--- config.mk ---
export PLATFORM = sky130hd
export DESIGN_NAME = sync_fifo
export DESIGN_NICKNAME = d
export VERILOG_FILES = /design/src/memory_request_pkg.sv /design/src/sync_fifo.sv
export SDC_FILE = /design/constraint.sdc
export NUM_CORES = 1
export LEC_CHECK = 0
export ABC_AREA = 1
export ABC_CLOCK_PERIOD_IN_PS = 13300
export BUFFER_PORTS_ARGS = -buffer_cell sky130_fd_sc_hd__buf_2
export CORE_ASPECT_RATIO = 0.6
export CORE_MARGIN = 5
export CORE_UTILIZATION = 41
export CTS_CLUSTER_DIAMETER = 150
export DETAILED_ROUTE_END_ITERATION = 7
export PLACE_DENSITY_LB_ADDON = 0.12
export SLEW_MARGIN = 20
export SYNTH_ARGS = -nofsm -noshare
export SYNTH_HDL_FRONTEND = slang
export SYNTH_SLANG_ARGS = --single-unit
--- constraint.sdc ---
create_clock -name ap_clk -period 13.3 [get_ports ap_clk]
set_input_delay 0 -clock ap_clk [delete_from_list [all_inputs] [get_ports ap_clk]]
set_output_delay 0 -clock ap_clk [all_outputs]
set_load 0.02 [all_outputs]
--- src/memory_request_pkg.sv ---
// ------------------------------
// Shared types for the request arbiter and its queues
// Packet payload is 72 bits wide, 73 with the valid strobe
// Command value 2'd3 is reserved and passes the response filter
// ------------------------------

package memory_request_pkg;

  // ------------------------------
  // Command encoding
  // ------------------------------
  typedef enum logic [1:0] {
    CMD_MEM_READ     = 2'd0,
    CMD_MEM_WRITE    = 2'd1,
    CMD_MEM_RESPONSE = 2'd2
  } mem_cmd_e;

  // ------------------------------
  // Packets
  // ------------------------------
  // One memory request, MSB first
  typedef struct packed {
    mem_cmd_e    cmd;
    logic [3:0]  id;
    logic [31:0] address;
    logic [31:0] data;
    logic [1:0]  spare;
  } memory_payload_t;

  // Payload plus its one-cycle strobe
  typedef struct packed {
    logic            valid;
    memory_payload_t payload;
  } memory_packet_t;

  // ------------------------------
  // FIFO control and status
  // ------------------------------
  // Internal FIFO controls
  typedef struct packed {
    logic wr_en;
    logic rd_en;
  } fifo_ctrl_t;

  // Internal FIFO flags
  typedef struct packed {
    logic full;
    logic empty;
    logic valid;
    logic prog_full;
    logic rst_busy;
  } fifo_status_t;

  // Downstream pop level
  typedef struct packed {
    logic rd_en;
  } fifo_port_in_t;

  // Output queue state seen by the downstream port
  typedef struct packed {
    logic empty;
    logic prog_full;
  } fifo_port_out_t;

endpackage : memory_request_pkg

--- src/sync_fifo.sv ---
// ------------------------------
// Synchronous FIFO, one clock, registered read data and valid
// Writes while full and reads while empty are dropped
// full and prog_full also read high during the reset busy window
// Busy window is four cycles after reset, no access in that time
// ------------------------------

`timescale 1ns/1ps

module sync_fifo #(
  parameter int DEPTH       = 16,
  parameter int PROG_THRESH = 12
) (
  input  logic                                ap_clk,
  input  logic                                areset_control,
  input  memory_request_pkg::memory_payload_t din,
  input  memory_request_pkg::fifo_ctrl_t      ctrl,
  output memory_request_pkg::memory_payload_t dout,
  output memory_request_pkg::fifo_status_t    status
);

  import memory_request_pkg::*;

  localparam int PTR_W       = (DEPTH > 1) ? $clog2(DEPTH) : 1;
  localparam int CNT_W       = $clog2(DEPTH + 1);
  localparam int BUSY_CYCLES = 4;
  localparam int BUSY_W      = $clog2(BUSY_CYCLES + 1);

  // ------------------------------
  // Storage and pointers
  // ------------------------------
  memory_payload_t mem [DEPTH];

  logic [PTR_W-1:0]  wr_ptr;
  logic [PTR_W-1:0]  rd_ptr;
  logic [CNT_W-1:0]  count;
  logic [BUSY_W-1:0] busy_cnt;
  logic              rst_busy;
  logic              read_valid;
  logic              wr_ok;
  logic              rd_ok;

  // Busy while the post-reset counter runs
  assign rst_busy = (busy_cnt != '0);

  // Flags from the occupancy count
  assign status = '{
    full:      (count == CNT_W'(DEPTH)) | rst_busy,
    empty:     (count == '0),
    valid:     read_valid,
    prog_full: (count >= CNT_W'(PROG_THRESH)) | rst_busy,
    rst_busy:  rst_busy
  };

  // Accepted accesses only
  assign wr_ok = ctrl.wr_en & ~status.full;
  assign rd_ok = ctrl.rd_en & ~status.empty & ~rst_busy;

  // ------------------------------
  // Control state
  // ------------------------------
  always_ff @(posedge ap_clk) begin
    if (areset_control) begin
      wr_ptr     <= '0;
      rd_ptr     <= '0;
      count      <= '0;
      read_valid <= 1'b0;
      busy_cnt   <= BUSY_W'(BUSY_CYCLES);
    end else begin
      if (rst_busy) begin
        busy_cnt <= busy_cnt - 1'b1;
      end
      // Explicit wrap, any depth works
      if (wr_ok) begin
        wr_ptr <= (wr_ptr == PTR_W'(DEPTH - 1)) ? '0 : wr_ptr + 1'b1;
      end
      if (rd_ok) begin
        rd_ptr <= (rd_ptr == PTR_W'(DEPTH - 1)) ? '0 : rd_ptr + 1'b1;
      end
      case ({wr_ok, rd_ok})
        2'b10:   count <= count + 1'b1;
        2'b01:   count <= count - 1'b1;
        default: count <= count;
      endcase
      // Data shows up the cycle after the pop
      read_valid <= rd_ok;
    end
  end

  // ------------------------------
  // Data path
  // ------------------------------
  always_ff @(posedge ap_clk) begin
    if (wr_ok) begin
      mem[wr_ptr] <= din;
    end
    if (rd_ok) begin
      dout <= mem[rd_ptr];
    end
  end

  // Callers must respect the flags
  a_no_write_when_full : assert property (
    @(posedge ap_clk) disable iff (areset_control) ctrl.wr_en |-> !status.full
  );
  a_no_read_when_empty : assert property (
    @(posedge ap_clk) disable iff (areset_control) ctrl.rd_en |-> !status.empty
  );

endmodule : sync_fifo

==> impl_metrics.py <==
metrics = {
    "timing": {
        "holdWs_ps": 135,
        "fin_crit_ps": 3910,
        "setup_violations": 0,
        "hold_violations": 0,
        "drv_slew": 0,
        "worst_slew_pin_slew_ps": 1270,
        "timing.setup.tns_ps": 0,
        "slew_headroom": 0.156,
        "period_share": 0.294,
        "skew_ps": 26.9,
        "rsz0062_at_grt": "false",
        "timing.fmax_mhz": 256,
        "setup_ws_ps": 9390,
    },
    "logic_synthesis": {
        "synth_area_um2": 51800,
        "synth.area.top_cells": "edfxtp_1 (71%), nand2_1 (14%), nand3_1 (5.0%)",
        "ys_ff_latch": 1241,
        "ys.flop_type": "edfxtp_1",
        "ys_seq_area_frac": 0.716,
        "yosysUniqueCellTypes": 25,
        "yosysWarningCount": 0,
        "syn_nets": 4959,
        "synth_top_area_frac": 0.709,
        "yosysTopAreaCell": "edfxtp_1",
        "postSynth.asyncResetShare": 0,
        "synth_edf_count": 1224,
        "synth.avg_cell_area_um2": 10.6,
        "synthCells": 4871,
    },
    "critical_path": {
        "cpMaxStageDelayCell": "buf_12",
        "slowest_delay_ps": 770,
        "cp_cell_sequence": "inv_8 -> buf_12 -> buf_4 -> nand2_1 -> nand3_1 -> nand3_1 -> nand3_1 -> nand2_1",
        "crit_required_ps": 13790,
        "critical_path_arrival_ps": 4410,
        "startpoint_type": "flip-flop",
        "crit_buf_inv": 3,
        "worstSetupPathType": "reg2reg",
        "cp-end-kind": "flip-flop",
        "cp_max_fo": 205,
        "critPathTopFamily": "buffers and inverters",
        "path_common_cell": "nand3_1",
    },
    "clock_network": {
        "cts_buffers": 119,
        "cts_buffer_depth": 3,
        "cts_max_level": 3,
        "cts.sinks": 1241,
        "cts.clk_slew.worst_paths_ps": 60,
        "cts_root_buf": "clkbuf_16",
        "cts_tree": "built",
        "clock_latency_ps": 740,
        "ctsResizeCount": 0,
    },
    "pwr": {
        "p_int_mw": 6.47,
        "p_sw_mw": 2.24,
        "total_power_mw": 8.71,
        "seq_power_share": 0.509,
        "vdd_drop_max_mv": 0.112,
        "powerDensity_nw_per_um2": 148,
        "p_leak_nw": 24.1,
        "sw_frac_of_total": 0.257,
        "power_frac_comb": 0.111,
        "p_clk_frac": 0.380,
    },
    "routing": {
        "dr.first_iter.drc_count": 3112,
        "dr_total_vias": 33000,
        "ant_nets": 0,
        "drc": 0,
        "vias_per_cell": 4.81,
        "wl_per_cell_um": 20.4,
        "routed_wirelength_mm": 140,
        "drt-pass1-iter-count": 5,
    },
    "place": {
        "place.port_buffers": 152,
        "dpl.hpwl_mm": 71.5,
        "placed_cell_area_um2": 54300,
        "gp_congestion": 0.755,
        "dp_slack_ps": 9360,
    },
    "grt": {
        "antenna_found_initial": 10,
        "grt_max_degree": 206,
        "grt_overflow": 0,
        "grt_usage": 0.207,
        "grt_pass1_vias": 30800,
        "grt_first_pass_wirelength_mm": 209,
    },
    "layout": {
        "syn_to_final_growth_pct": 13.4,
        "mostFrequentLayoutCells": "nand2_1 (1900), edfxtp_1 (1224), inv_1 (677)",
        "drive_gt1_frac": 0.0762,
        "final_area_um2": 58800,
        "final_net_count": 5132,
        "layout_commonest_cell": "nand2_1",
    },
    "run_status": {
        "outcome": "finished clean",
    },
    "die": {
        "start_util": 0.411,
        "die_w_um": 469,
        "rows": 101,
        "fp.dieH_um": 285,
        "ios": 153,
        "core_um2": 126000,
        "die-area_um2": 134000,
    },
    "run": {
        "cap_viol_max_count": 0,
    },
    "hold_path": {
        "min_path_type": "in2reg",
    },
}
cell families (layout without fill, tap and decap cells):
family / after synthesis / count (layout) / synth area share
DFF: 1241 / 1241 / 0.716
buffers and inverters: 918 / 1192 / 0.0702
xor gates and xnor gates: 3 / 3 / 0.000507
and+or+nand+nor: 2600 / 2600 / 0.201
AOI/OAI and AO/OA: 97 / 97 / 0.00946
other: 0 / 6 / 0
adders and majority gates: 12 / 12 / 0.00304
stage by stage:
stage                util  instances
floorplan               -       4871
global placement    0.431       6545
detailed placement  0.431       6545
CTS                 0.466       6843
global route        0.467       6845
finish              0.467       6850
cell type report:
type | count | area (um^2)
fill | 11600 | 67200
clock inverter | 67 | 539
clock buffer | 155 | 3180
sequential | 1241 | 37100
inverter | 683 | 2590
antenna | 6 | 15.0
tap | 1699 | 2130
timing repair buffer | 287 | 2040
multi-input combinational | 2712 | 11200
state kept, by name, indices dropped and copies added (netlist names):
register,cells
rd_ptr,4
wr_ptr,4
dout,72
mem,1152
read_valid,1
count,5
busy_cnt,3
power groups by stage:
stage	Sequential (mW)	Combinational [mW]	Clock, mW
global placement	4.52	0.959	0
detailed placement	4.52	0.959	0
finish	4.43	0.969	3.31
global route	4.44	1.10	3.56
CTS	4.44	0.984	3.38
floorplan	4.52	0.619	0
worst reg2reg max path, delay by kind of cell, from the launching register on:
| family | cells | cell delay [ps] |
|---|---|---|
| buffers and inverters | 3 | 2490 |
| AND/OR/NAND/NOR | 5 | 600 |
| flip-flops | 1 | 590 |
layer usage:
metal,global-route usage,part of all wire,vias up
li1,-,-,16100
met5,0,0.000093,-
met3,0.0375,0.064,152
met2,0.284,0.40,885
met1,0.343,0.52,15800
met4,0.0347,0.016,2
synthesized netlist by cell type (2+ instances only):
cell type	instances
o21ai_0	80
clkbuf_1	72
nor3_1	12
inv_1	679
edfxtp_1	1224
a21oi_1	11
nand2_1	1900
buf_1	34
ha_1	11
nor2_1	170
dfxtp_1	17
inv_2	4
o21ai_1	4
xnor2_1	2
buf_6	2
nand3_1	515
buf_4	7
buf_2	120
final timing paths:
check             cells after the start     endpoint  slack [ps]           start
hold / removal                        3    rd_ptr[2]         140  areset_control
setup reg to reg                      8     dout[35]        9390       rd_ptr[0]
hold reg to reg                       1  busy_cnt[0]         450     busy_cnt[0]
setup / recovery                      8     dout[35]        9390       rd_ptr[0]
repair_timing:
action / CTS / global route
hold endpoints to repair: 1170 / 0
setup buffers: 0 / 0
hold buffers: 76 / 0
Note: power is estimated with default switching activity, not from simulation.
